===== src/common/chip8_bus_pkg.sv =====
package chip8_bus_pkg;

   typedef logic [15:0] apb_addr_t;
   typedef logic [31:0] apb_data_t;

   typedef struct packed {
      logic      psel;
      logic      penable;
      logic      pwrite;
      apb_addr_t paddr;
      apb_data_t pwdata;
   } apb_req_t;

   typedef struct packed {
      logic      pready;
      apb_data_t prdata;
      logic      pslverr;
   } apb_rsp_t;

   // program memory sits below CTRL_ADDR
   localparam apb_addr_t CTRL_ADDR   = 16'h1000;
   localparam apb_addr_t STATUS_ADDR = 16'h1004;
   localparam apb_addr_t VREG_BASE   = 16'h1040;
   localparam apb_addr_t IREG_ADDR   = 16'h1080;
   localparam apb_addr_t PC_ADDR     = 16'h1084;

endpackage


===== src/common/chip8_isa_pkg.sv =====
package chip8_isa_pkg;

   typedef logic [7:0]  byte_t;
   typedef logic [11:0] addr_t;
   typedef logic [3:0]  vidx_t;
   typedef logic [15:0] ireg_t;

   localparam int    MEM_BYTES     = 4096;
   localparam addr_t PROGRAM_START = 12'h200;
   localparam int    STACK_DEPTH   = 16;
   localparam int    SP_WIDTH      = $clog2(STACK_DEPTH);
   localparam vidx_t FLAG_REG      = 4'hf;

   // 0NNN forms, matched on NNN
   localparam addr_t SYS_RET  = 12'h0ee;
   localparam addr_t SYS_HALT = 12'h0fd;

   // FX__ forms, matched on KK
   localparam byte_t FX_ADD_I = 8'h1e;
   localparam byte_t FX_BCD   = 8'h33;
   localparam byte_t FX_LOAD  = 8'h65;

   typedef enum logic [3:0] {
      OP_SYS, OP_JP, OP_CALL, OP_SE_BYTE,
      OP_SNE_BYTE, OP_SE_REG, OP_LD_BYTE, OP_ADD_BYTE,
      OP_ALU, OP_SNE_REG, OP_LD_I, OP_JP_V0,
      OP_RND, OP_DRW, OP_SKP, OP_MISC
   } op_group_e;

   typedef enum logic [3:0] {
      ALU_LD   = 4'h0,
      ALU_OR   = 4'h1,
      ALU_AND  = 4'h2,
      ALU_XOR  = 4'h3,
      ALU_ADD  = 4'h4,
      ALU_SUB  = 4'h5,
      ALU_SHR  = 4'h6,
      ALU_SUBN = 4'h7,
      ALU_SHL  = 4'he
   } alu_op_e;

   typedef enum logic [2:0] {
      IDLE, FETCH_HI, FETCH_LO, EXEC, WAIT_EXEC, HALTED
   } fetch_state_e;

   typedef struct packed {
      op_group_e  op;
      vidx_t      x;
      vidx_t      y;
      logic [3:0] n;
      byte_t      kk;
      addr_t      nnn;
   } instr_t;

endpackage


===== src/hw/host_apb_port.sv =====
`timescale 1ns/1ps

module host_apb_port (
   input  logic                    clk,
   input  logic                    rst_n,
   input  chip8_bus_pkg::apb_req_t apb_req,
   input  chip8_isa_pkg::addr_t    pc,
   input  logic                    halted,
   input  logic                    running,
   input  chip8_isa_pkg::byte_t    v_dbg_data,
   input  chip8_isa_pkg::ireg_t    i_reg,
   output chip8_bus_pkg::apb_rsp_t apb_rsp,
   output logic                    start,
   output logic                    host_wr_en,
   output chip8_isa_pkg::addr_t    host_wr_addr,
   output chip8_isa_pkg::byte_t    host_wr_data,
   output chip8_isa_pkg::vidx_t    v_dbg_idx
);

   chip8_bus_pkg::apb_addr_t addr;
   chip8_bus_pkg::apb_data_t rd_mux;
   chip8_bus_pkg::apb_data_t prdata_q;
   logic setup;
   logic access;
   logic mem_sel;
   logic ctrl_sel;
   logic status_sel;
   logic vreg_sel;
   logic ireg_sel;
   logic pc_sel;
   logic mapped;
   logic err;
   logic err_q;

   assign addr   = apb_req.paddr;
   assign setup  = apb_req.psel && !apb_req.penable;
   assign access = apb_req.psel && apb_req.penable;

   assign mem_sel    = addr < chip8_bus_pkg::CTRL_ADDR;
   assign ctrl_sel   = addr == chip8_bus_pkg::CTRL_ADDR;
   assign status_sel = addr == chip8_bus_pkg::STATUS_ADDR;
   assign vreg_sel   = addr[15:6] == chip8_bus_pkg::VREG_BASE[15:6] && addr[1:0] == 2'b00;
   assign ireg_sel   = addr == chip8_bus_pkg::IREG_ADDR;
   assign pc_sel     = addr == chip8_bus_pkg::PC_ADDR;
   assign mapped     = mem_sel || ctrl_sel || status_sel || vreg_sel || ireg_sel || pc_sel;

   // only memory and CTRL take writes, and only while stopped
   assign err = !mapped || (apb_req.pwrite && (running || !(mem_sel || ctrl_sel)));

   assign v_dbg_idx = addr[5:2];

   always_comb
   begin
      rd_mux = '0;
      if (status_sel)
         rd_mux = {30'd0, halted, running};
      else if (vreg_sel)
         rd_mux = {24'd0, v_dbg_data};
      else if (ireg_sel)
         rd_mux = {16'd0, i_reg};
      else if (pc_sel)
         rd_mux = {20'd0, pc};
   end

   always_ff @(posedge clk)
   begin
      if (!rst_n)
         err_q <= 1'b0;
      else if (setup)
         err_q <= err;
   end

   always_ff @(posedge clk)
   begin
      if (setup)
         prdata_q <= rd_mux; // held through access
   end

   assign host_wr_en   = access && apb_req.pwrite && mem_sel && !err_q;
   assign host_wr_addr = addr[11:0];
   assign host_wr_data = apb_req.pwdata[7:0];
   assign start        = access && apb_req.pwrite && ctrl_sel && apb_req.pwdata[0] && !err_q;

   assign apb_rsp = '{pready: 1'b1, prdata: prdata_q, pslverr: access && err_q};

   // prdata and pslverr were captured for this address in setup
   a_access_follows_setup: assert property (@(posedge clk) disable iff (!rst_n)
      access |-> $past(setup) && $stable(apb_req.paddr));

endmodule


===== config.mk =====
export PLATFORM = sky130hd
export DESIGN_NAME = host_apb_port
export DESIGN_NICKNAME = d
export VERILOG_FILES = /design/src/common/chip8_bus_pkg.sv /design/src/common/chip8_isa_pkg.sv /design/src/hw/host_apb_port.sv
export SDC_FILE = /design/constraint.sdc
export NUM_CORES = 1
export LEC_CHECK = 0
export ABC_AREA = 0
export BUFFER_PORTS_ARGS = -buffer_cell sky130_fd_sc_hd__buf_2
export CORE_UTILIZATION = 37
export CTS_BUF_LIST = sky130_fd_sc_hd__clkbuf_4
export CTS_CLUSTER_DIAMETER = 40
export DETAILED_ROUTE_END_ITERATION = 6
export MAX_ROUTING_LAYER = met4
export PLACE_DENSITY = 0.87
export SETUP_SLACK_MARGIN = 0.05
export SLEW_MARGIN = 20
export SYNTH_ARGS = -nofsm -noshare
export SYNTH_HDL_FRONTEND = slang
export SYNTH_SLANG_ARGS = --single-unit

===== constraint.sdc =====
create_clock -name clk -period 3.25 [get_ports clk]
set_input_delay 0.65 -clock clk [delete_from_list [all_inputs] [get_ports clk]]
set_output_delay 0.65 -clock clk [all_outputs]
set_load 0.03 [all_outputs]

==> run summary <==
The all-layer global routing usage is 15.49%. The library cell used most frequently in the layout, excluding fill and tap cells, is buf_2. The number of ports placed on the die boundary came out at 151. The routability congestion estimate came out at 0.8246. The count of cells resized by post-cts repair came out at 0.

Static timing analysis puts the maximum clock frequency at 374.1 MHz. Data on the critical path arrives at its endpoint at 2020 ps. The count of final max-slew check failures is 0. The height of the die came out at 61.76 um. The gate count of the mapped netlist is 129. The total number of placement rows is 21. 0 antenna diodes ended up in the layout.

The sequential area share after synthesis came out at 37.88%. The net total in the final layout came out at 297. The highest cell delay on the worst timing path came out at 510 ps. The path class of the tightest hold or removal check is flop to flop. The average vias per placed instance came out at 4.745. The top cell family by delay on the critical path is simple AND/OR/NAND/NOR gates.

At the later pin of the worst-skew pair, clock insertion delay measures 280 ps. The first-pass iteration count of the detailed router came out at 2. The initial antenna violation count came out at 0. The wire length of the first global-routing pass came out at 4174 um.

The power per standard cell area came out at 314.6 nW/um^2. The final routed DRC violation total came out at 0. The final count of hold timing violations is 0. The total clock sinks is 17. In this run the number of H-tree levels came out at 1. The die covers 3814 sq um. The total grt overflow is 0. The synthesis-to-finish area growth came out at 24.53%. The top cell types in the final layout, fill and taps aside, are 95 x buf_2, 17 x conb_1, 16 x edfxtp_1, 9 x o21ai_0, 8 x inv_1. The number of buffers and inverters on the critical path came out at 2. The shortest clock period the worst path allows after layout came out at 2673 ps. The clock-pin slew on the worst setup and hold paths came out at 100 ps.

The worst setup path is captured at an output port. The mean instance size in the synthesized netlist came out at 10.24 sq um. On the final layout, the worst hold slack is 551.6 ps. The analysis attributes to cell leakage a power of 0.7668 nW. The antenna violation net count after detailed routing came out at 0. Buffers placed on the I/O ports in this run total 95. In the final layout, the share of cells above drive strength 1 is 55.61%. In this run, synthesis inferred 16 flip-flops with an integrated enable. Traced cell by cell, the critical path runs through buf_2, nor4b_1, nand2_1, nor4_1, buf_2. The violation count after the first detailed-routing iteration is 53.

The slew of the pin with the lowest slew margin came out at 657.2 ps. Buffers added to address setup during post-CTS repair amount to 0. Across all layers, the routed design uses 1191 vias. The maximum ir drop on the vdd rail came out at 100.2 uV. Along the worst path, the maximum fanout reaches 5. The max-slew headroom at the worst pin came out at 55.57%. TritonCTS built the clock tree. For the final database, setup skew stands at 0 ps.

Buffers inserted to repair hold after CTS numbered 0. The number of global-route vias before repair is 963. After routing, the total negative slack on setup checks comes to 0 ps. The total wire length is 2947 um. CTS placed an instance of clkbuf_4 at the clock tree root.

Clock tree synthesis inserted a total of 3 buffers. The deepest clock path buffer count came out at 2. Counting distinct cell types in the post-synthesis netlist gives 32.

The die is 61.76 um wide. The total of flip-flops plus latches after synthesis is 17. The share of flip-flops with an asynchronous set or reset came out at 0%. The number of failing setup endpoints in the final timing report came out at 0.

Setup repair after global routing left no endpoint under its margin. The cell area after synthesis is 1321 sq um. The most used flip-flop cell after synthesis is edfxtp_1. The required time of the critical path is 2600 ps. The starting utilization of the core area is 38.98%. The type of origin of the critical path is a primary input. The critical path class is primary input to output port.

By instance count, the cell type seen most on the critical path is buf_2. The largest net degree at the start of global routing came out at 19. The total number of yosys warnings came out at 0.

The average routed wire per standard cell came out at 11.74 um. The part of the cycle the worst path needs is 82.25%. For this design, the slowest cell found on the critical path is nor4b_1. The number of max-cap violations is 0. The core region is 3390 sq um. The flow ran to the end, and the final reports show no timing, DRC or antenna violations.
layer usage:
layer | part of all wire, % | GRT usage (%) | up-vias
met5 | 0 | - | -
met4 | 2.3 | 6.349 | 0
met3 | 6.9 | 2.484 | 8
met2 | 50 | 26.57 | 56
met1 | 41 | 18.01 | 550
li1 | - | - | 577
logic make-up (layout without fill, tap and decap cells):
group	Yosys count	after routing	synth area share, %
and+or+nand+nor	28	28	17.61
buffers and inverters	51	112	27.27
AOI/OAI and AO/OA	31	31	16.67
other	2	17	0.5684
DFF	17	17	37.88
synth_stat cells (2+ instances only):
| cell | number | area share (%) |
|---|---|---|
| buf_4 | 41 | 23 |
| edfxtp_1 | 16 | 36 |
| o21ai_0 | 9 | 3.4 |
| inv_1 | 8 | 2.3 |
| a22oi_1 | 6 | 3.4 |
| a22o_2 | 4 | 3.0 |
| and2_1 | 4 | 1.9 |
| a31oi_1 | 3 | 1.4 |
| nand2_1 | 3 | 0.85 |
| nor4_1 | 3 | 1.4 |
| nor4b_1 | 3 | 2.0 |
| a2bb2oi_1 | 2 | 1.3 |
| a41oi_1 | 2 | 1.3 |
| buf_6 | 2 | 1.7 |
| conb_1 | 2 | 0.57 |
| nor3_1 | 2 | 0.76 |
| nor4b_4 | 2 | 3.6 |
| o2bb2ai_1 | 2 | 1.3 |
| or4b_4 | 2 | 2.1 |
worst reg2reg max path, cell delays in order (launching register included):
cell and delay [ps]:
dfxtp_1 320, o21ai_0 150, a31oi_1 50
where the power goes:
group,internal [mW],switching [mW],total [mW]
logic,0.0489,0.108,0.156
clock network,0.0456,0.0636,0.109
registers,0.249,0.00269,0.252
total,0.344,0.174,0.518
metrics by stage:
| step | instances | util (%) | total power, mW | setup WS (ps) | cell area [sq um] |
|---|---|---|---|---|---|
| final | 251 | 48.54 | 0.5176 | 577.0 | 1645 |
| after global routing | 251 | 48.54 | 0.5423 | 488.8 | 1645 |
| after CTS | 251 | 48.54 | 0.5200 | 582.5 | 1645 |
| after detailed placement | 247 | 47.73 | 0.4135 | 585.5 | 1618 |
| after global placement | 247 | 47.73 | 0.4114 | 577.1 | 1618 |
| after floorplan | 144 | - | 0.3945 | 211.3 | 1378 |
registers in the layout, summed over array words and instances (netlist names):
register  flops
prdata_q     16
err_q         1
worst paths after layout:
path,end,startpoint,cells past startpoint,slack [ps]
max,start,apb_req[45],5,580
min,err_q,err_q,2,550
max reg2reg,err_q,err_q,2,2610
min reg2reg,err_q,err_q,2,550
cell type report:
type,instances,area (sq um)
clock buffer,3,22.52
clock inverter,1,5.005
fill,325,1744
inverter,8,30.03
multi-input combinational,76,516.7
sequential,17,500.5
tap,46,57.56
timing repair buffer,100,513.0
Power figures use the tool's default switching activity.
