### config.mk
export PLATFORM = sky130hd
export DESIGN_NAME = fetch_sequencer
export DESIGN_NICKNAME = d
export VERILOG_FILES = /design/src/common/chip8_isa_pkg.sv /design/src/core/fetch_sequencer.sv
export SDC_FILE = /design/constraint.sdc
export NUM_CORES = 1
export LEC_CHECK = 0
export ABC_AREA = 1
export BUFFER_PORTS_ARGS = -buffer_cell sky130_fd_sc_hd__buf_2
export CELL_PAD_IN_SITES_DETAIL_PLACEMENT = 1
export CELL_PAD_IN_SITES_GLOBAL_PLACEMENT = 2
export CORE_MARGIN = 3
export CORE_UTILIZATION = 42
export DETAILED_ROUTE_END_ITERATION = 16
export GPL_TIMING_DRIVEN = 0
export PLACE_DENSITY_LB_ADDON = 0.05
export SLEW_MARGIN = 20
export SYNTH_ARGS = -nofsm -noshare
export SYNTH_HDL_FRONTEND = slang
export SYNTH_SLANG_ARGS = --single-unit
export TNS_END_PERCENT = 50
### constraint.sdc
create_clock -name clk -period 6.8 [get_ports clk]
set_input_delay 0.68 -clock clk [delete_from_list [all_inputs] [get_ports clk]]
set_output_delay 0.68 -clock clk [all_outputs]
set_load 0.01 [all_outputs]
### src/common/chip8_isa_pkg.sv
package chip8_isa_pkg;

   typedef logic [7:0]  byte_t;
   typedef logic [11:0] addr_t;
   typedef logic [3:0]  vidx_t;
   typedef logic [15:0] ireg_t;

   localparam int    MEM_BYTES     = 4096;
   localparam addr_t PROGRAM_START = 12'h200;
   localparam int    STACK_DEPTH   = 16;
   localparam int    SP_WIDTH      = $clog2(STACK_DEPTH);
   localparam vidx_t FLAG_REG      = 4'hf;

   // 0NNN forms, matched on NNN
   localparam addr_t SYS_RET  = 12'h0ee;
   localparam addr_t SYS_HALT = 12'h0fd;

   // FX__ forms, matched on KK
   localparam byte_t FX_ADD_I = 8'h1e;
   localparam byte_t FX_BCD   = 8'h33;
   localparam byte_t FX_LOAD  = 8'h65;

   typedef enum logic [3:0] {
      OP_SYS, OP_JP, OP_CALL, OP_SE_BYTE,
      OP_SNE_BYTE, OP_SE_REG, OP_LD_BYTE, OP_ADD_BYTE,
      OP_ALU, OP_SNE_REG, OP_LD_I, OP_JP_V0,
      OP_RND, OP_DRW, OP_SKP, OP_MISC
   } op_group_e;

   typedef enum logic [3:0] {
      ALU_LD   = 4'h0,
      ALU_OR   = 4'h1,
      ALU_AND  = 4'h2,
      ALU_XOR  = 4'h3,
      ALU_ADD  = 4'h4,
      ALU_SUB  = 4'h5,
      ALU_SHR  = 4'h6,
      ALU_SUBN = 4'h7,
      ALU_SHL  = 4'he
   } alu_op_e;

   typedef enum logic [2:0] {
      IDLE, FETCH_HI, FETCH_LO, EXEC, WAIT_EXEC, HALTED
   } fetch_state_e;

   typedef struct packed {
      op_group_e  op;
      vidx_t      x;
      vidx_t      y;
      logic [3:0] n;
      byte_t      kk;
      addr_t      nnn;
   } instr_t;

endpackage

### src/core/fetch_sequencer.sv
`timescale 1ns/1ps

module fetch_sequencer (
   input  logic                  clk,
   input  logic                  rst_n,
   input  logic                  start,
   input  chip8_isa_pkg::byte_t  rd_data,
   input  logic                  exec_done,
   input  logic                  skip,
   input  chip8_isa_pkg::byte_t  v0,
   output chip8_isa_pkg::addr_t  fetch_addr,
   output chip8_isa_pkg::instr_t instr,
   output logic                  exec_valid,
   output chip8_isa_pkg::addr_t  pc,
   output logic                  running,
   output logic                  halted
);

   chip8_isa_pkg::fetch_state_e state;
   chip8_isa_pkg::addr_t        stack [chip8_isa_pkg::STACK_DEPTH];
   logic [chip8_isa_pkg::SP_WIDTH:0]   sp;
   logic [chip8_isa_pkg::SP_WIDTH-1:0] top_idx;
   chip8_isa_pkg::byte_t        hi_q;
   chip8_isa_pkg::instr_t       dec;
   logic                        is_call;
   logic                        is_ret;
   logic                        is_halt;

   // low byte arrives in EXEC
   assign dec = '{
      op:  chip8_isa_pkg::op_group_e'(hi_q[7:4]),
      x:   hi_q[3:0],
      y:   rd_data[7:4],
      n:   rd_data[3:0],
      kk:  rd_data,
      nnn: {hi_q[3:0], rd_data}
   };

   assign is_call = dec.op == chip8_isa_pkg::OP_CALL;
   assign is_ret  = dec.op == chip8_isa_pkg::OP_SYS && dec.nnn == chip8_isa_pkg::SYS_RET;
   assign is_halt = dec.op == chip8_isa_pkg::OP_SYS && dec.nnn == chip8_isa_pkg::SYS_HALT;
   assign top_idx = sp[chip8_isa_pkg::SP_WIDTH-1:0] - 1'b1;

   assign fetch_addr = (state == chip8_isa_pkg::FETCH_LO) ? pc + 12'd1 : pc;
   assign halted     = state == chip8_isa_pkg::HALTED;
   assign running    = state != chip8_isa_pkg::IDLE && !halted;

   always_ff @(posedge clk)
   begin
      if (!rst_n)
      begin
         state      <= chip8_isa_pkg::IDLE;
         pc         <= chip8_isa_pkg::PROGRAM_START;
         sp         <= '0;
         exec_valid <= 1'b0;
      end
      else
      begin
         exec_valid <= 1'b0;
         case (state)
            chip8_isa_pkg::IDLE, chip8_isa_pkg::HALTED:
               if (start)
               begin
                  state <= chip8_isa_pkg::FETCH_HI;
                  pc    <= chip8_isa_pkg::PROGRAM_START;
                  sp    <= '0;
               end
            chip8_isa_pkg::FETCH_HI:
               state <= chip8_isa_pkg::FETCH_LO;
            chip8_isa_pkg::FETCH_LO:
               state <= chip8_isa_pkg::EXEC;
            chip8_isa_pkg::EXEC:
               if (is_halt)
                  state <= chip8_isa_pkg::HALTED; // pc left on the halt
               else
               begin
                  state      <= chip8_isa_pkg::WAIT_EXEC;
                  exec_valid <= 1'b1;
                  if (is_ret)
                  begin
                     pc <= stack[top_idx];
                     sp <= sp - 1'b1;
                  end
                  else if (is_call)
                  begin
                     pc <= dec.nnn;
                     sp <= sp + 1'b1;
                  end
                  else if (dec.op == chip8_isa_pkg::OP_JP)
                     pc <= dec.nnn;
                  else if (dec.op == chip8_isa_pkg::OP_JP_V0)
                     pc <= dec.nnn + {4'h0, v0};
                  else
                     pc <= pc + 12'd2;
               end
            chip8_isa_pkg::WAIT_EXEC:
               if (exec_done)
               begin
                  state <= chip8_isa_pkg::FETCH_HI;
                  if (skip)
                     pc <= pc + 12'd2;
               end
            default:
               state <= chip8_isa_pkg::IDLE;
         endcase
      end
   end

   always_ff @(posedge clk)
   begin
      if (state == chip8_isa_pkg::FETCH_LO)
         hi_q <= rd_data;
      if (state == chip8_isa_pkg::EXEC)
         instr <= dec;
      if (state == chip8_isa_pkg::EXEC && is_call)
         stack[sp[chip8_isa_pkg::SP_WIDTH-1:0]] <= pc + 12'd2; // return address
   end

   a_stack_bounds: assert property (@(posedge clk) disable iff (!rst_n)
      state == chip8_isa_pkg::EXEC |->
         !(is_ret && sp == '0) && !(is_call && sp == chip8_isa_pkg::STACK_DEPTH));

endmodule

==> metrics list <==
- Sw Share: 0.300
* Crit path buf inv count: 7
* Crit. path cell count: 15
- Average wire per cell in the routed design: 22.3 um
- ANT nets after route: 0
* Most numerous cell in the Yosys netlist: nand2_1
- Top cells by instance count after synthesis: nand2_1 (317), edfxtp_1 (216), nand3_1 (168)
* Combinational Power Share: 0.203
- Min Hold Slack: 0.420 ns
- CTS tree: yes
- In this run the worst path has a maximum fanout of 11.
* Average instance area after synthesis: 9.96 um2
- Worst path cell trace: buf_4 > clkinv_2 > buf_4 > buf_4 > ha_1 > buf_2 > inv_2 > clkbuf_1 > nand3_1 > nand3_1 > nand3_1 > nand3_1 > nand2_1 > nand2_1 > a21oi_1
* Area delta synth->final: 16.8%
- Largest net degree at the start of global routing: 26
* Cell occurring most often along the worst timing path: nand3_1
- Switching power of the nets: 1.16 mW
* Number of enable-type register cells in the synthesized netlist: 216
- Ranked by total cell area, the synthesized netlist is headed by edfxtp_1 (58%), nand2_1 (11%), nand3_1 (7.5%), dfxtp_1 (3.6%), a21oi_1 (2.6%).
- Worst hold stages: 1
* Critical hold path startpoint: rd_data[4]
* Initial core utilization: 0.428
- Across every metal layer, demand over resource in global routing totals 0.247.
- The number of nets in the synthesized netlist is 1162.
- Synth async-reset ratio: 0
- Power density over the cells: 296 nW/um2
- In this run the tool buffered the top-level ports with 83 buffer cells.
* Placer congestion estimate: 0.832
* Flip-flop and latch count after synthesis: 236
- Site row count: 59
- STA classifies the critical path endpoint as a flop.
- Wire length of the first global-routing pass: 53400 um
- Endpoint of the worst register-to-register path: pc[6]
* Number of setup buffers added after CTS: 0
- For this run, the number of standard cells in the final layout without fillers is 1602.
- After clock tree synthesis, the clock-pin slew on the worst setup and hold paths is 0.06 ns.
* Max Clk Rate: 282 MHz
- TritonCTS sink count: 236
- For this run, the leading register cell type out of synthesis is edfxtp_1.
* Final Total Pwr: 3.87 mW
- After detailed routing, the number of remaining DRC violations is 0.
- Result of the run: finished clean
- Antenna diode count: 0
- For this design the static power due to leakage is 5.26 nW.
- Data arrives at the worst endpoint at 3.96 ns.
* Drt total wl: 35700 um
* Fill cells: 2969
* Vias in the first global route: 8665
- Summing over every cut layer, the via total after detailed routing is 8597.
* Fin. Hold Viols: 0
- Of the available clock period, the critical path in the final layout requires 0.522.
- Slew at the pin closest to its max-slew limit: 0.925 ns
- Type of the worst setup path: reg -> reg
- Clock Power Share: 0.352
- The share of total power dissipated in sequential elements is 0.445.
- For this run, the register share of the synthesized area comes to 0.616.
* Total Negative Setup Slacks: 0 ns
- Summed over all instances, the cell type with the most area after synthesis is edfxtp_1.
* Die span in y: 169 um
* Number of warnings printed during yosys synthesis: 0
- The floorplan step defined a die boundary enclosing 28600 um2.
* Number of DRC markers after the initial detailed-route iteration: 697
- The count of pins over their slew limit was 0.
- Hold-fix buffers, CTS: 0
* Number of CTS-inserted buffers: 25
- Number of instances in the placed design: 1556
- Count of different cell masters after synthesis: 42
* Cells after Synth: 1123
* Kind of cell adding the most delay to the critical path: buffers and inverters
- VDD sags by at most 0.202 mV.
- Clock tree root driver cell: clkbuf_16
- For the worst setup path, the data required time is 7.22 ns.
- Worst min-delay path endpoint: instr[24]
- Post-DP HPWL: 26000 um
- Shortest clock period the worst path allows after layout: 3.55 ns
- Summing every instance area after synthesis gives 11200 um2.
* Internal power: 2.71 mW
* Class of the tightest hold or removal check: in -> reg
- Number of detailed-routing iterations run before antenna repair: 5
- Worst r2r src: sp[0]
- Remaining max-slew budget at the tightest pin: 0.383
* Max Cap Viol: 0
- RSZ-0062 raised after global routing: false
- Width of the chip: 169 um
- In this run the number of H-tree levels came out at 1.
- Fraction of layout instances using a drive strength above 1: 0.183
- Clock skew on the completed layout was measured at 0.0211 ns.
* Share of Yosys cell area claimed by the top area cell type: 0.580
- The worst setup path is launched from a flop.
- Cell with the biggest individual delay on the critical path: clkbuf_1
- Gates resized during post-CTS repair numbered 0.
- CTS max path bufs: 3
- Antenna violations before repair: 0
* Peak per-stage delay on the critical path: 0.60 ns
* Count of nets after finishing: 1287
* Detailed-route vias per instance: 5.37
- The region available for standard cell placement spans 26100 um2.
- Worst Reg-to-Reg Cells: 15
- For this design the top-level I/O count stands at 84.
- After global routing the overflow that remains totals 0.
- R2r setup slk: 3.25 ns
* Count of final setup violators: 0
- The later pin in the worst-skew pair is clocked with a latency of 0.54 ns.
==> cell families (layout without fill, tap and decap cells) <==
logic type / count (synthesis) / in the layout / synth area share
compound gates: 120 / 120 / 0.0579
xor+xnor: 20 / 20 / 0.0170
fa+ha+maj: 18 / 18 / 0.0215
buf+inv: 156 / 300 / 0.0667
flops: 236 / 236 / 0.616
simple gates: 573 / 573 / 0.221
==> registers in the layout, indices dropped and copies added, names as in the netlist <==
| name | cells |
|---|---|
| stack | 192 |
| instr | 16 |
| pc | 12 |
| hi_q | 8 |
| sp | 4 |
| state | 3 |
| exec_valid | 1 |
==> power by group through the flow <==
stage / Clock [mW] / Sequential (mW) / Combinational, mW
2_1_floorplan: 0 / 1.75 / 0.470
3_3_place_gp: 0 / 1.75 / 0.769
3_5_place_dp: 0 / 1.75 / 0.784
4_1_cts: 1.38 / 1.72 / 0.789
5_1_grt: 1.43 / 1.73 / 0.865
6_report: 1.36 / 1.72 / 0.785
==> cell type report <==
cell class | instances | area (um2) | share of cell area
buffer | 67 | 408 | 0.0312
inverter | 89 | 338 | 0.0258
clock buffer | 38 | 714 | 0.0547
clock inverter | 8 | 91.3 | 0.00699
tap | 335 | 419 | 0.0321
sequential | 236 | 6890 | 0.527
multi-input combinational | 731 | 3600 | 0.276
timing repair buffer | 98 | 611 | 0.0467
==> how the worst max path moves through the flow <==
stage                     startpoint     to  slack, ns
final                          sp[0]  pc[6]       3.25
after global routing           sp[0]  pc[6]       2.99
after CTS                      sp[0]  pc[6]       3.28
after detailed placement       sp[0]  pc[6]       3.31
after global placement         sp[0]  pc[4]       3.36
after floorplan                sp[0]  pc[4]       4.41
==> per-stage QoR <==
step	setup WS (ns)	utilization	area, um2
2_1_floorplan	4.41	-	11200
3_5_place_dp	3.31	0.469	12300
5_1_grt	2.99	0.500	13100
3_3_place_gp	3.36	0.460	12000
6_report	3.25	0.500	13100
4_1_cts	3.28	0.500	13100
==> cell usage in the layout (no fill, tap or decap), types with 3 or more instances in the layout <==
| master | count |
|---|---|
| nor2_1 | 42 |
| a22oi_1 | 8 |
| clkbuf_16 | 25 |
| nand4_1 | 8 |
| inv_2 | 14 |
| clkbuf_8 | 4 |
| buf_6 | 12 |
| dfxtp_1 | 20 |
| o21ai_1 | 3 |
| buf_4 | 28 |
| nand3_2 | 3 |
| o21ai_0 | 38 |
| a21oi_1 | 59 |
| nand2_1 | 317 |
| buf_2 | 100 |
| o211ai_1 | 6 |
| nor3_1 | 4 |
| clkinv_2 | 4 |
| clkbuf_1 | 26 |
| inv_1 | 71 |
| ha_1 | 16 |
| buf_8 | 7 |
| clkinv_1 | 4 |
| nand3_1 | 168 |
| nor2_2 | 20 |
| xor2_1 | 16 |
| edfxtp_1 | 216 |
==> per-layer routing <==
layer | vias up | track usage | wire length (um)
met5 | - | 0 | 0
met3 | 39 | 0.0219 | 1520
met2 | 212 | 0.433 | 18000
met4 | 0 | 0.0469 | 543
met1 | 4268 | 0.340 | 15700
li1 | 4078 | - | -
(Power assumes the default switching activity.)
