<file path="src/common/chip8_isa_pkg.sv">
package chip8_isa_pkg;

   typedef logic [7:0]  byte_t;
   typedef logic [11:0] addr_t;
   typedef logic [3:0]  vidx_t;
   typedef logic [15:0] ireg_t;

   localparam int    MEM_BYTES     = 4096;
   localparam addr_t PROGRAM_START = 12'h200;
   localparam int    STACK_DEPTH   = 16;
   localparam int    SP_WIDTH      = $clog2(STACK_DEPTH);
   localparam vidx_t FLAG_REG      = 4'hf;

   // 0NNN forms, matched on NNN
   localparam addr_t SYS_RET  = 12'h0ee;
   localparam addr_t SYS_HALT = 12'h0fd;

   // FX__ forms, matched on KK
   localparam byte_t FX_ADD_I = 8'h1e;
   localparam byte_t FX_BCD   = 8'h33;
   localparam byte_t FX_LOAD  = 8'h65;

   typedef enum logic [3:0] {
      OP_SYS, OP_JP, OP_CALL, OP_SE_BYTE,
      OP_SNE_BYTE, OP_SE_REG, OP_LD_BYTE, OP_ADD_BYTE,
      OP_ALU, OP_SNE_REG, OP_LD_I, OP_JP_V0,
      OP_RND, OP_DRW, OP_SKP, OP_MISC
   } op_group_e;

   typedef enum logic [3:0] {
      ALU_LD   = 4'h0,
      ALU_OR   = 4'h1,
      ALU_AND  = 4'h2,
      ALU_XOR  = 4'h3,
      ALU_ADD  = 4'h4,
      ALU_SUB  = 4'h5,
      ALU_SHR  = 4'h6,
      ALU_SUBN = 4'h7,
      ALU_SHL  = 4'he
   } alu_op_e;

   typedef enum logic [2:0] {
      IDLE, FETCH_HI, FETCH_LO, EXEC, WAIT_EXEC, HALTED
   } fetch_state_e;

   typedef struct packed {
      op_group_e  op;
      vidx_t      x;
      vidx_t      y;
      logic [3:0] n;
      byte_t      kk;
      addr_t      nnn;
   } instr_t;

endpackage

</file>
<file path="src/core/execute_unit.sv">
`timescale 1ns/1ps

module execute_unit (
   input  logic                  clk,
   input  logic                  rst_n,
   input  logic                  exec_valid,
   input  chip8_isa_pkg::instr_t instr,
   input  chip8_isa_pkg::byte_t  rd_data,
   input  chip8_isa_pkg::vidx_t  v_dbg_idx,
   output logic                  exec_done,
   output logic                  skip,
   output chip8_isa_pkg::byte_t  v0,
   output logic                  exec_rd_en,
   output chip8_isa_pkg::addr_t  exec_rd_addr,
   output logic                  exec_wr_en,
   output chip8_isa_pkg::addr_t  exec_wr_addr,
   output chip8_isa_pkg::byte_t  exec_wr_data,
   output chip8_isa_pkg::ireg_t  i_reg,
   output chip8_isa_pkg::byte_t  v_dbg_data
);

   chip8_isa_pkg::byte_t   v [16];
   chip8_isa_pkg::ireg_t   i_q;
   chip8_isa_pkg::addr_t   i_addr;
   chip8_isa_pkg::byte_t   vx;
   chip8_isa_pkg::byte_t   vy;
   chip8_isa_pkg::byte_t   alu_res;
   chip8_isa_pkg::alu_op_e alu_op;
   logic                   alu_flag;
   logic                   flag_q;
   logic                   flag_op;
   logic                   is_bcd;
   logic                   is_load;
   logic                   active;
   logic [4:0]             step;
   logic [4:0]             last;

   assign vx      = v[instr.x];
   assign vy      = v[instr.y];
   assign v0      = v[0];
   assign i_reg   = i_q;
   assign i_addr  = i_q[11:0];
   assign alu_op  = chip8_isa_pkg::alu_op_e'(instr.n);
   assign is_bcd  = instr.op == chip8_isa_pkg::OP_MISC && instr.kk == chip8_isa_pkg::FX_BCD;
   assign is_load = instr.op == chip8_isa_pkg::OP_MISC && instr.kk == chip8_isa_pkg::FX_LOAD;
   assign flag_op = instr.op == chip8_isa_pkg::OP_ALU && alu_op inside {
      chip8_isa_pkg::ALU_ADD, chip8_isa_pkg::ALU_SUB, chip8_isa_pkg::ALU_SHR,
      chip8_isa_pkg::ALU_SUBN, chip8_isa_pkg::ALU_SHL};

   assign v_dbg_data = v[v_dbg_idx];

   always_comb
   begin
      alu_res  = vx;
      alu_flag = 1'b0;
      case (alu_op)
         chip8_isa_pkg::ALU_LD:   alu_res = vy;
         chip8_isa_pkg::ALU_OR:   alu_res = vx | vy;
         chip8_isa_pkg::ALU_AND:  alu_res = vx & vy;
         chip8_isa_pkg::ALU_XOR:  alu_res = vx ^ vy;
         chip8_isa_pkg::ALU_ADD:  {alu_flag, alu_res} = vx + vy;
         chip8_isa_pkg::ALU_SUB:
         begin
            alu_res  = vx - vy;
            alu_flag = vx > vy;
         end
         chip8_isa_pkg::ALU_SUBN:
         begin
            alu_res  = vy - vx;
            alu_flag = vy > vx;
         end
         chip8_isa_pkg::ALU_SHR:
         begin
            alu_res  = vx >> 1;
            alu_flag = vx[0];
         end
         chip8_isa_pkg::ALU_SHL:
         begin
            alu_res  = vx << 1;
            alu_flag = vx[7];
         end
         default: ;
      endcase
   end

   always_comb
   begin
      case (instr.op)
         chip8_isa_pkg::OP_SE_BYTE:  skip = vx == instr.kk;
         chip8_isa_pkg::OP_SNE_BYTE: skip = vx != instr.kk;
         chip8_isa_pkg::OP_SE_REG:   skip = vx == vy;
         chip8_isa_pkg::OP_SNE_REG:  skip = vx != vy;
         default:                    skip = 1'b0;
      endcase
   end

   // last step of the running instruction, step 0 is the exec_valid cycle
   always_comb
   begin
      if (is_load)
         last = {1'b0, instr.x} + 5'd1;
      else if (is_bcd)
         last = 5'd3;
      else if (flag_op)
         last = 5'd1;
      else
         last = 5'd0;
   end

   assign active    = exec_valid || step != 5'd0;
   assign exec_done = active && step == last;

   always_ff @(posedge clk)
   begin
      if (!rst_n)
         step <= '0;
      else if (exec_done)
         step <= '0;
      else if (active)
         step <= step + 5'd1;
   end

   // FX65 reads one byte ahead of the register write
   assign exec_rd_en   = active && is_load && step <= {1'b0, instr.x};
   assign exec_rd_addr = i_addr + chip8_isa_pkg::addr_t'(step);

   assign exec_wr_en   = active && is_bcd && step != 5'd0;
   assign exec_wr_addr = i_addr + chip8_isa_pkg::addr_t'(step) - 12'd1;

   always_comb
   begin
      case (step)
         5'd1:    exec_wr_data = vx / 8'd100; // hundreds
         5'd2:    exec_wr_data = (vx / 8'd10) % 8'd10;
         default: exec_wr_data = vx % 8'd10;
      endcase
   end

   always_ff @(posedge clk)
   begin
      if (exec_valid)
      begin
         case (instr.op)
            chip8_isa_pkg::OP_LD_BYTE:  v[instr.x] <= instr.kk;
            chip8_isa_pkg::OP_ADD_BYTE: v[instr.x] <= vx + instr.kk; // no carry
            chip8_isa_pkg::OP_ALU:      v[instr.x] <= alu_res;
            chip8_isa_pkg::OP_LD_I:     i_q <= {4'h0, instr.nnn};
            chip8_isa_pkg::OP_MISC:
               if (instr.kk == chip8_isa_pkg::FX_ADD_I)
                  i_q <= i_q + {8'h00, vx};
            default: ;
         endcase
         flag_q <= alu_flag;
      end
      else if (flag_op && step == 5'd1)
         v[chip8_isa_pkg::FLAG_REG] <= {7'd0, flag_q}; // after the result
      if (is_load && step != 5'd0)
         v[step[3:0] - 4'd1] <= rd_data;
   end

   a_done_bound: assert property (@(posedge clk) disable iff (!rst_n)
      exec_valid |-> ##[0:17] exec_done);

endmodule

</file>
<file path="config.mk">
export PLATFORM = sky130hd
export DESIGN_NAME = execute_unit
export DESIGN_NICKNAME = d
export VERILOG_FILES = /design/src/common/chip8_isa_pkg.sv /design/src/core/execute_unit.sv
export SDC_FILE = /design/constraint.sdc
export NUM_CORES = 1
export LEC_CHECK = 0
export BUFFER_PORTS_ARGS = -buffer_cell sky130_fd_sc_hd__buf_2
export CORE_MARGIN = 3
export CORE_UTILIZATION = 49
export DETAILED_ROUTE_END_ITERATION = 10
export PLACE_DENSITY_LB_ADDON = 0.15
export SLEW_MARGIN = 20
export SYNTH_ARGS = -nofsm -noshare
export SYNTH_HDL_FRONTEND = slang
export SYNTH_SLANG_ARGS = --single-unit
</file>
<file path="constraint.sdc">
create_clock -name clk -period 13.3 [get_ports clk]
set_input_delay 1.33 -clock clk [delete_from_list [all_inputs] [get_ports clk]]
set_output_delay 1.33 -clock clk [all_outputs]
set_load 0.01 [all_outputs]
</file>
==> flow_summary_export.csv, run 1 <==
group,metric,value,unit
global_route,globalRouteOverflowTotal,0,
placed_design,dp_hpwl,29400,µm
timing,slew_violations,0,
setup_path,end_kind,"primary output",
floorplan,dieArea,0.0291,mm²
power_and_ir_drop,power.density,110,mW/mm²
cts,cts_tree,"done",
timing,relSlewSlack,20.2,%
synthesis,synth_nets,1364,
global_route,grt_max_degree,42,
setup_path,cpPeakStageDelay,0.67,ns
synthesis,syn_avg_cell_area,10.8,µm²
cts,cts_setup_buffers,0,
routing,met2WireLength,19000,µm
cts,path_clk_slew,0.07,ns
layout,mostFrequentLayoutCell,"edfxtp_1",
routing,top_layer_used,"met4",
setup_path,required,11.97,ns
cts,clock_latency,0.44,ns
routing,wl_per_cell,24.2,µm
routing,detail_route.iter0.violations,1288,
layout,largest_register_ffs,128,
synthesis,synth_cell_types,98,
power_and_ir_drop,leakagePower,5.54,nW
routing,first_pass_iters,5,
timing,period_minus_slack,9.67,ns
setup_path,critical_path_class,"in2out",
synthesis,synth_flop_cell,"edfxtp_1",
layout,fill_cells,2264,
timing,clock_skew,0.0122,ns
placed_design,place_inst,1631,
synthesis,syn-instance-count,1231,
synthesis,synth_top_area_share,32.8,%
timing,worst_hold_slack,0.648,ns
cts,cts_num_sinks,150,
synthesis,ys_ff_latch,150,
floorplan,pin_count,119,
synthesis,synth_area,0.0133,mm²
global_route,first_global_vias,10408,
setup_path,cp.arrival,8.34,ns
synthesis,seq_area_frac_synth,33.6,%
global_route,antenna_found_initial,0,
layout,finalNetCount,1449,
synthesis,synthTopCellsByArea,"edfxtp_1 (33%), mux4_2 (17%), ha_1 (7.2%)",
routing,drc_errors,0,
timing,final.setup.tns,0,ns
layout,area_growth,10.6,%
layout,drive_gt1_share,24.1,%
routing,wl_met3,3360,µm
placed_design,placement.io_buffers,118,
synthesis,async_flop_share,0,%
outcome,status,"finished, final reports clean",
timing,setup_viol,0,
job,maxCapViolCount,0,
power_and_ir_drop,vdd_drop_max,0.0000850,V
routing,ant_nets,0,
layout,finalInstanceArea,0.0147,mm²
setup_path,cpMaxStageDelayCell,"clkinv_1",
floorplan,num_rows,59,
layout,final_cell_mix,"edfxtp_1 (145), buf_2 (118), nor2_1 (109)",
routing,avgViaCountPerCell,6.53,
cts,hold_buffers,0,
cts,htree_levels,4,
setup_path,worst_setup_path_start_kind,"input pin",
routing,wirelength_met1,16900,µm
setup_path,cp_max_fo,33,
layout,stdcell_count,1664,
cts,post_cts_resize_count,0,
timing,hold_viol,0,
global_route,grt_pass1_wl,61800,µm
timing,fin_crit_sh,72.7,%
floorplan,coreArea,0.0264,mm²
floorplan,initial_core_util,50.3,%
routing,via_count,10858,
timing,rsz0062_at_grt,"false",
cts,cts_made_buffers,17,
timing,worst_pin_slew,1.19,ns
min_path,hp-class,"reg2reg",
synthesis,synth_edf_count,145,
routing,finalWirelength,40200,µm
floorplan,die_h,170,µm
placed_design,place.gp.congestion,0.971,
cts,root_buffer,"clkbuf_16",
timing,timing.fmax,0.103,GHz
cts,ctsLongestPathBuffers,2,
global_route,grt_use_total,27.9,%
placed_design,dpl_cell_area,0.0140,mm²
power_and_ir_drop,p_total,1.61,mW
floorplan,chipWidth,170,µm
layout,n_antenna_cell,0,
synthesis,ys_warn_count,0,
synthesis,synth_top_area_cell,"edfxtp_1",
power by group:
| group | switching [mW] | internal [mW] |
|---|---|---|
| clock network | 0.230 | 0.271 |
| registers | 0.00537 | 0.524 |
| logic | 0.350 | 0.233 |
| total | 0.586 | 1.03 |
worst paths after layout:
check,startpoint,endpoint,slack (ns),cells after the start
worst min-delay path,i_reg[15],i_reg[15],0.65,2
worst max register to register,v[0][1],v[9][7],7.36,19
worst max-delay path,instr[30],exec_wr_data[5],3.63,29
worst min register to register,i_reg[15],i_reg[15],0.65,2
metal layers:
layer / vias to the layer above / track usage, %
met2: 571 / 44.9
met3: 75 / 4.60
met1: 5292 / 39.4
li1: 4920 / -
met5: - / 0
met4: 0 / 8.08
cells by family after synthesis:
family	Yosys count	share of synthesized area (%)
mux	148	21.0
fa+ha+maj	82	8.08
buf+inv	127	4.30
simple gates	352	12.8
flops	150	33.6
compound gates	316	16.4
xor+xnor	56	3.84
worst max-delay path, delay by kind of cell:
family	cells	cell delay, ns
buffers and inverters	4	1.51
adder cells (fa/ha/maj)	3	0.90
multiplexers	4	1.16
AO/OA/AOI/OAI	7	1.57
AND/OR/NAND/NOR	11	1.84
stage by stage:
stage	worst slack [ns]	util [%]
after floorplan	5.22	-
after global placement	3.87	53.3
after detailed placement	3.75	53.3
after CTS	3.73	55.6
after global routing	3.08	55.6
final	3.63	55.6
area by class of cell:
type | instances | area [µm²] | share of cell area [%]
multi-input combinational | 954 | 8240 | 56.2
sequential | 150 | 4450 | 30.4
timing repair buffer | 134 | 718 | 4.90
clock buffer | 17 | 425 | 2.90
tap | 335 | 419 | 2.86
inverter | 59 | 224 | 1.53
clock inverter | 15 | 180 | 1.23
synth_stat cells, types with 14 or more instances:
master / instances
ha_1: 76
inv_1: 50
o21ai_0: 66
mux4_2: 102
o21bai_1: 14
nor2b_1: 14
edfxtp_1: 145
xor2_1: 22
a21oi_1: 78
xnor2_1: 33
nand3_1: 22
o211ai_1: 14
clkbuf_1: 42
a22oi_1: 16
nor3_1: 25
nor2_1: 111
a21o_1: 17
nand2_1: 96
mux2i_1: 38
(Power assumes the default switching activity.)
==> run 2: changes to the inputs <==
- ABC_AREA: unset -> 1
- clock period: 13.3 -> 7.9 ns (I/O delays scaled with it)
==> run 2 against run 1 <==
Clock-buffer cell count is the same. First-iteration DRC count grew 24%. Largest cell class unchanged. Non-clock buffer count grew 3. Critical path type unchanged. Synthesized cell count grew 47%. Critical endpoint unchanged. Register-to-register slack lost 4.1 ns. Cell area grew 1.1%. Wire length grew 9.7%. Combinational power grew 140%.
==> flow_summary_export.csv, run 2 <==
group,metric,value,unit
synthesis,synth_edf_count,145,
setup_path,cp.arrival,6.40,ns
timing,worst_hold_slack,0.605,ns
placed_design,placement.io_buffers,118,
layout,fill_cells,2611,
power_and_ir_drop,swShare,41.7,%
timing,final.setup.tns,0,ns
timing,hold_viol,0,
layout,finalNetCount,2009,
synthesis,synth.top_cells.by_count,"nand2_1 (318), inv_1 (218), a21oi_1 (161)",
setup_path,cp_max_fo,24,
timing,timing.fmax,0.139,GHz
cts,root_buffer,"clkbuf_16",
cts,cts_setup_buffers,0,
timing,slew_violations,0,
setup_path,r2r_start,"v[0][3]",
cts,path_clk_slew,0.06,ns
synthesis,synth_nets,1938,
outcome,status,"finished, final reports clean",
setup_path,required,7.11,ns
timing,worst_pin_slew,1.15,ns
floorplan,num_rows,60,
floorplan,chipWidth,172,µm
synthesis,ys_ff_latch,150,
timing,rsz0062_at_grt,"false",
setup_path,end_kind,"primary output",
synthesis,synth_top_area_cell,"edfxtp_1",
floorplan,coreArea,0.0270,mm²
timing,fin_crit_sh,91.0,%
floorplan,dieArea,0.0295,mm²
synthesis,synth_top_area_share,32.3,%
cts,cts_num_sinks,150,
cts,post_cts_resize_count,0,
global_route,grt_max_degree,98,
synthesis,synth_area,0.0135,mm²
setup_path,cpMostUsedCell,"nand2_1",
routing,finalWirelength,44100,µm
synthesis,ys_warn_count,0,
cts,cts_made_buffers,17,
synthesis,synth_cell_types,71,
floorplan,pin_count,119,
global_route,grt_use_total,29.4,%
power_and_ir_drop,vdd_drop_max,0.000160,V
routing,avgViaCountPerCell,6.01,
power_and_ir_drop,power.density,210,mW/mm²
min_path,hp-class,"reg2reg",
layout,seqCellArea,0.00445,mm²
cts,cts_tree,"done",
routing,detail_route.iter0.violations,1595,
synthesis,synthTopCellsByArea,"edfxtp_1 (32%), nand2_1 (8.9%), ha_1 (7.1%)",
setup_path,worst_setup_path_start_kind,"input pin",
power_and_ir_drop,pwr-share-comb,45.4,%
floorplan,die_h,172,µm
timing,clock_skew,0.0134,ns
layout,stdcell_count,2233,
routing,ant_nets,0,
power_and_ir_drop,seqPwrFrac,28.8,%
layout,final_cell_mix,"nand2_1 (318), inv_1 (218), a21oi_1 (161)",
global_route,globalRouteOverflowTotal,0,
timing,relSlewSlack,23.0,%
power_and_ir_drop,clockPowerShare,25.8,%
routing,first_pass_iters,8,
layout,drive_gt1_share,14.0,%
job,maxCapViolCount,0,
placed_design,pre_cts_ws,0.846,ns
synthesis,async_flop_share,0,%
synthesis,synth_most_common_cell,"nand2_1",
synthesis,seq_area_frac_synth,33.1,%
cts,htree_levels,4,
global_route,grt_pass1_wl,67900,µm
synthesis,synth_flop_cell,"edfxtp_1",
global_route,first_global_vias,12376,
global_route,antenna_found_initial,0,
floorplan,initial_core_util,49.9,%
timing,setup_viol,0,
placed_design,dp_hpwl,31000,µm
cts,hold_buffers,0,
synthesis,syn-instance-count,1805,
routing,drc_errors,0,
setup_path,startpoint,"instr[29]",
layout,final_util,54.8,%
power_and_ir_drop,p_sw,1.30,mW
setup_path,cpMaxStageDelayCell,"buf_2",
layout,multi_input_comb_area,0.00768,mm²
routing,via_count,13421,
placed_design,place.gp.congestion,0.972,
timing,period_minus_slack,7.19,ns
routing,wl_per_cell,19.8,µm
power_and_ir_drop,p_int,1.81,mW
layout,area_growth,9.99,%
setup_path,cpPeakStageDelay,0.51,ns
cts,ctsLongestPathBuffers,2,
placed_design,place_inst,2198,
synthesis,syn_avg_cell_area,7.46,µm²
min_path,hold_path.startpoint,"step[0]",
power_and_ir_drop,leakagePower,6.44,nW
layout,mostFrequentLayoutCell,"nand2_1",
cts,clock_latency,0.43,ns
layout,largest_register_ffs,128,
setup_path,critical_path_class,"in2out",
timing,setup_slack,0.712,ns
==> run 2: critical path: cells and delay by family <==
kind	cells	cell delay [ns]
and+or+nand+nor	26	2.66
buffers and inverters	9	1.79
adders and majority gates	3	0.73
AOI/OAI and AO/OA	3	0.38
==> run 2: logic make-up (layout without fill, tap and decap cells) <==
group / after synthesis / after routing / share of synthesized area [%]
buffers and inverters: 328 / 412 / 10.2
AOI/OAI and AO/OA: 497 / 497 / 22.1
other: 0 / 3 / 0
DFF: 150 / 150 / 33.1
adders and majority gates: 82 / 82 / 7.95
xor gates and xnor gates: 42 / 42 / 2.79
and+or+nand+nor: 706 / 706 / 23.9
==> run 2: worst paths after layout <==
kind                                        end  slack, ns  cells past startpoint
worst min-delay path                    step[0]       0.61                      2
worst min register to register          step[0]       0.61                      2
worst max register to register          v[6][6]       3.24                     17
worst max-delay path            exec_wr_data[5]       0.71                     41
==> run 2: power by group through the flow <==
stage | clock network, mW | logic (mW) | registers (mW)
after floorplan | 0 | 1.05 | 0.909
after global placement | 0 | 1.37 | 0.911
after detailed placement | 0 | 1.40 | 0.912
after CTS | 0.806 | 1.40 | 0.894
after global routing | 0.842 | 1.60 | 0.895
final | 0.800 | 1.41 | 0.895
==> run 2: per-stage QoR <==
stage / area [µm²] / total power, mW
4_1_cts: 14800 / 3.10
3_5_place_dp: 14200 / 2.31
5_1_grt: 14800 / 3.33
6_report: 14800 / 3.11
3_3_place_gp: 14200 / 2.29
2_1_floorplan: 13500 / 1.96
==> run 2: per-layer routing <==
layer | up-vias | global-route usage [%] | share of wire (%)
li1 | 6423 | - | -
met1 | 6252 | 39.2 | 41
met2 | 631 | 48.5 | 47
met3 | 115 | 4.14 | 8.4
met4 | 0 | 11.6 | 3.5
met5 | - | 0 | 0
==> run 2: layout make-up <==
class,instances,area share (%)
clock inverters,15,0.979
repair buffers,137,5.00
inverters,243,6.36
diodes,3,0.0507
well taps,341,2.88
flip-flops and latches,150,30.1
clock buffers,17,2.87
multi-input cells,1327,51.8
==> run 3: changes to the inputs <==
- BUFFER_PORTS_ARGS: -buffer_cell sky130_fd_sc_hd__buf_2 -> -buffer_cell sky130_fd_sc_hd__clkbuf_2
==> run 3 against run 2 <==
Cell area is 0.13% higher. Largest cell class unchanged. Clock power is 3.2% higher. Final cell count hardly changed. Via count is 0.40% higher. Maximum frequency is 6.3% higher. Critical path type unchanged. Global-route usage is 0.30 points lower. Core utilization is 0.069 points higher.
==> flow_summary_export.csv, run 3 (synthesis gave the netlist of run 2 again) <==
group,metric,value,unit
cts,hold_buffers,0,
layout,drive_gt1_share,13.8,%
cts,cts_made_buffers,17,
cts,ctsLongestPathBuffers,2,
timing,period_minus_slack,6.76,ns
timing,rsz0062_at_grt,"false",
placed_design,dp_hpwl,32000,µm
cts,root_buffer,"clkbuf_16",
layout,multi_input_comb_area,0.00767,mm²
global_route,grt_pass1_wl,66900,µm
layout,final_cell_mix,"nand2_1 (318), inv_1 (218), a21oi_1 (161)",
timing,worst_pin_slew,1.17,ns
floorplan,pin_count,119,
floorplan,die_h,172,µm
global_route,first_global_vias,12171,
timing,fin_crit_sh,85.6,%
setup_path,r2r_slack,2.99,ns
timing,setup_viol,0,
setup_path,cp.arrival,5.97,ns
layout,finalNetCount,2009,
floorplan,coreArea,0.0270,mm²
setup_path,cpMaxStageDelayCell,"clkbuf_2",
placed_design,placement.io_buffers,118,
placed_design,place_inst,2198,
power_and_ir_drop,p_sw,1.34,mW
cts,cts_tree,"done",
global_route,grt_max_degree,129,
job,maxCapViolCount,0,
layout,largest_register_ffs,128,
global_route,globalRouteOverflowTotal,0,
global_route,antenna_found_initial,1,
routing,via_count,13475,
setup_path,cp_num_buf_inv,9,
layout,final_util,54.9,%
setup_path,r2r_cells,18,
setup_path,critical_path_class,"in2out",
routing,drc_errors,0,
power_and_ir_drop,power.density,211,mW/mm²
setup_path,end_kind,"primary output",
setup_path,worst_setup_path_start_kind,"input pin",
power_and_ir_drop,seqPwrFrac,28.5,%
setup_path,cpMostUsedCell,"nand2_1",
layout,stdcell_count,2232,
power_and_ir_drop,p_int,1.80,mW
power_and_ir_drop,p_total,3.14,mW
routing,wl_per_cell,19.7,µm
placed_design,place.gp.congestion,1.01,
timing,clock_skew,0.0195,ns
routing,top_layer_used,"met4",
power_and_ir_drop,swShare,42.7,%
routing,detail_route.iter0.violations,1635,
outcome,status,"finished, final reports clean",
layout,fill_cells,2583,
routing,finalWirelength,44000,µm
cts,cts_num_sinks,150,
setup_path,r2r-end,"v[3][6]",
layout,mostFrequentLayoutCell,"nand2_1",
min_path,hold_end,"step[0]",
routing,wl_met3,3610,µm
power_and_ir_drop,leakagePower,6.47,nW
cts,htree_levels,4,
power_and_ir_drop,vdd_drop_max,0.000168,V
timing,hold_viol,0,
cts,cts_setup_buffers,0,
setup_path,required,7.11,ns
timing,setup_slack,1.14,ns
min_path,hold_depth,2,
layout,seqCellArea,0.00445,mm²
setup_path,cp_max_fo,20,
timing,final.setup.tns,0,ns
floorplan,num_rows,60,
power_and_ir_drop,clockPowerShare,26.3,%
routing,first_pass_iters,8,
cts,post_cts_resize_count,0,
timing,slew_violations,0,
routing,ant_nets,0,
cts,clock_latency,0.44,ns
floorplan,initial_core_util,49.9,%
min_path,hold_path.startpoint,"step[0]",
layout,area_growth,10.1,%
routing,met2WireLength,20100,µm
global_route,grt_use_total,29.1,%
setup_path,r2r_start,"v[0][2]",
setup_path,critPathTopFamily,"simple AND/OR/NAND/NOR gates",
timing,timing.fmax,0.148,GHz
min_path,hp-class,"reg2reg",
cts,path_clk_slew,0.07,ns
routing,avgViaCountPerCell,6.04,
floorplan,dieArea,0.0295,mm²
routing,wirelength_met1,18500,µm
timing,relSlewSlack,21.6,%
floorplan,chipWidth,172,µm
placed_design,pre_cts_ws,1.24,ns
setup_path,cpPeakStageDelay,0.36,ns
power_and_ir_drop,pwr-share-comb,45.1,%
-- run 3: cell types whose count changed in the layout (fill, tap and decap cells not counted), sizes merged --
cell | previous run | this run
buf | 137 | 22
bufinv | 2 | 1
clkbuf | 17 | 132
clkinv | 11 | 9
clkinvlp | 2 | 1
diode | 3 | 2
inv | 243 | 247
-- run 3: area by class of cell --
type	count	area share, %
Antenna cell	2	0.0337
Clock buffer	17	2.87
Clock inverter	15	1.18
Inverter	243	6.35
Multi-Input combinational cell	1327	51.7
Sequential cell	150	30.0
Tap cell	341	2.88
Timing Repair Buffer	137	5.02
-- run 3: tightest hold or removal path, cell delays in order (launching register included) --
cell and delay [ns]:
dfxtp_1 0.41, nand2_1 0.11, a21oi_1 0.05
-- run 3: how the worst max path moves through the flow --
| stage | startpoint | endpoint | slack [ns] | cells past startpoint |
|---|---|---|---|---|
| floorplan | instr[28] | exec_wr_data[5] | 1.84 | 42 |
| global placement | instr[29] | exec_wr_data[5] | 1.39 | 42 |
| detailed placement | instr[29] | exec_wr_data[5] | 1.24 | 42 |
| CTS | instr[29] | exec_wr_data[5] | 1.22 | 42 |
| global route | instr[29] | exec_wr_data[3] | 0.65 | 42 |
| finish | instr[29] | exec_wr_data[5] | 1.14 | 42 |
-- run 3: power groups by stage --
| stage | Sequential, mW | Combinational [mW] | Clock [mW] |
|---|---|---|---|
| 3_3_place_gp | 0.912 | 1.38 | 0 |
| 6_report | 0.895 | 1.42 | 0.826 |
| 5_1_grt | 0.895 | 1.59 | 0.863 |
| 3_5_place_dp | 0.912 | 1.40 | 0 |
| 2_1_floorplan | 0.909 | 1.05 | 0 |
| 4_1_cts | 0.895 | 1.41 | 0.829 |
-- run 3: metrics by stage --
stage               hold slack [ns]  instance area, µm²
floorplan                     0.520               13500
global placement              0.596               14200
CTS                           0.615               14800
finish                        0.614               14800
global route                  0.632               14800
detailed placement            0.605               14200
-- run 3: per-layer routing --
layer  vias up  GRT usage (%)
met5         -              0
met4         0           11.7
met3       122           4.69
met2       681           46.9
met1      6253           39.3
li1       6419              -
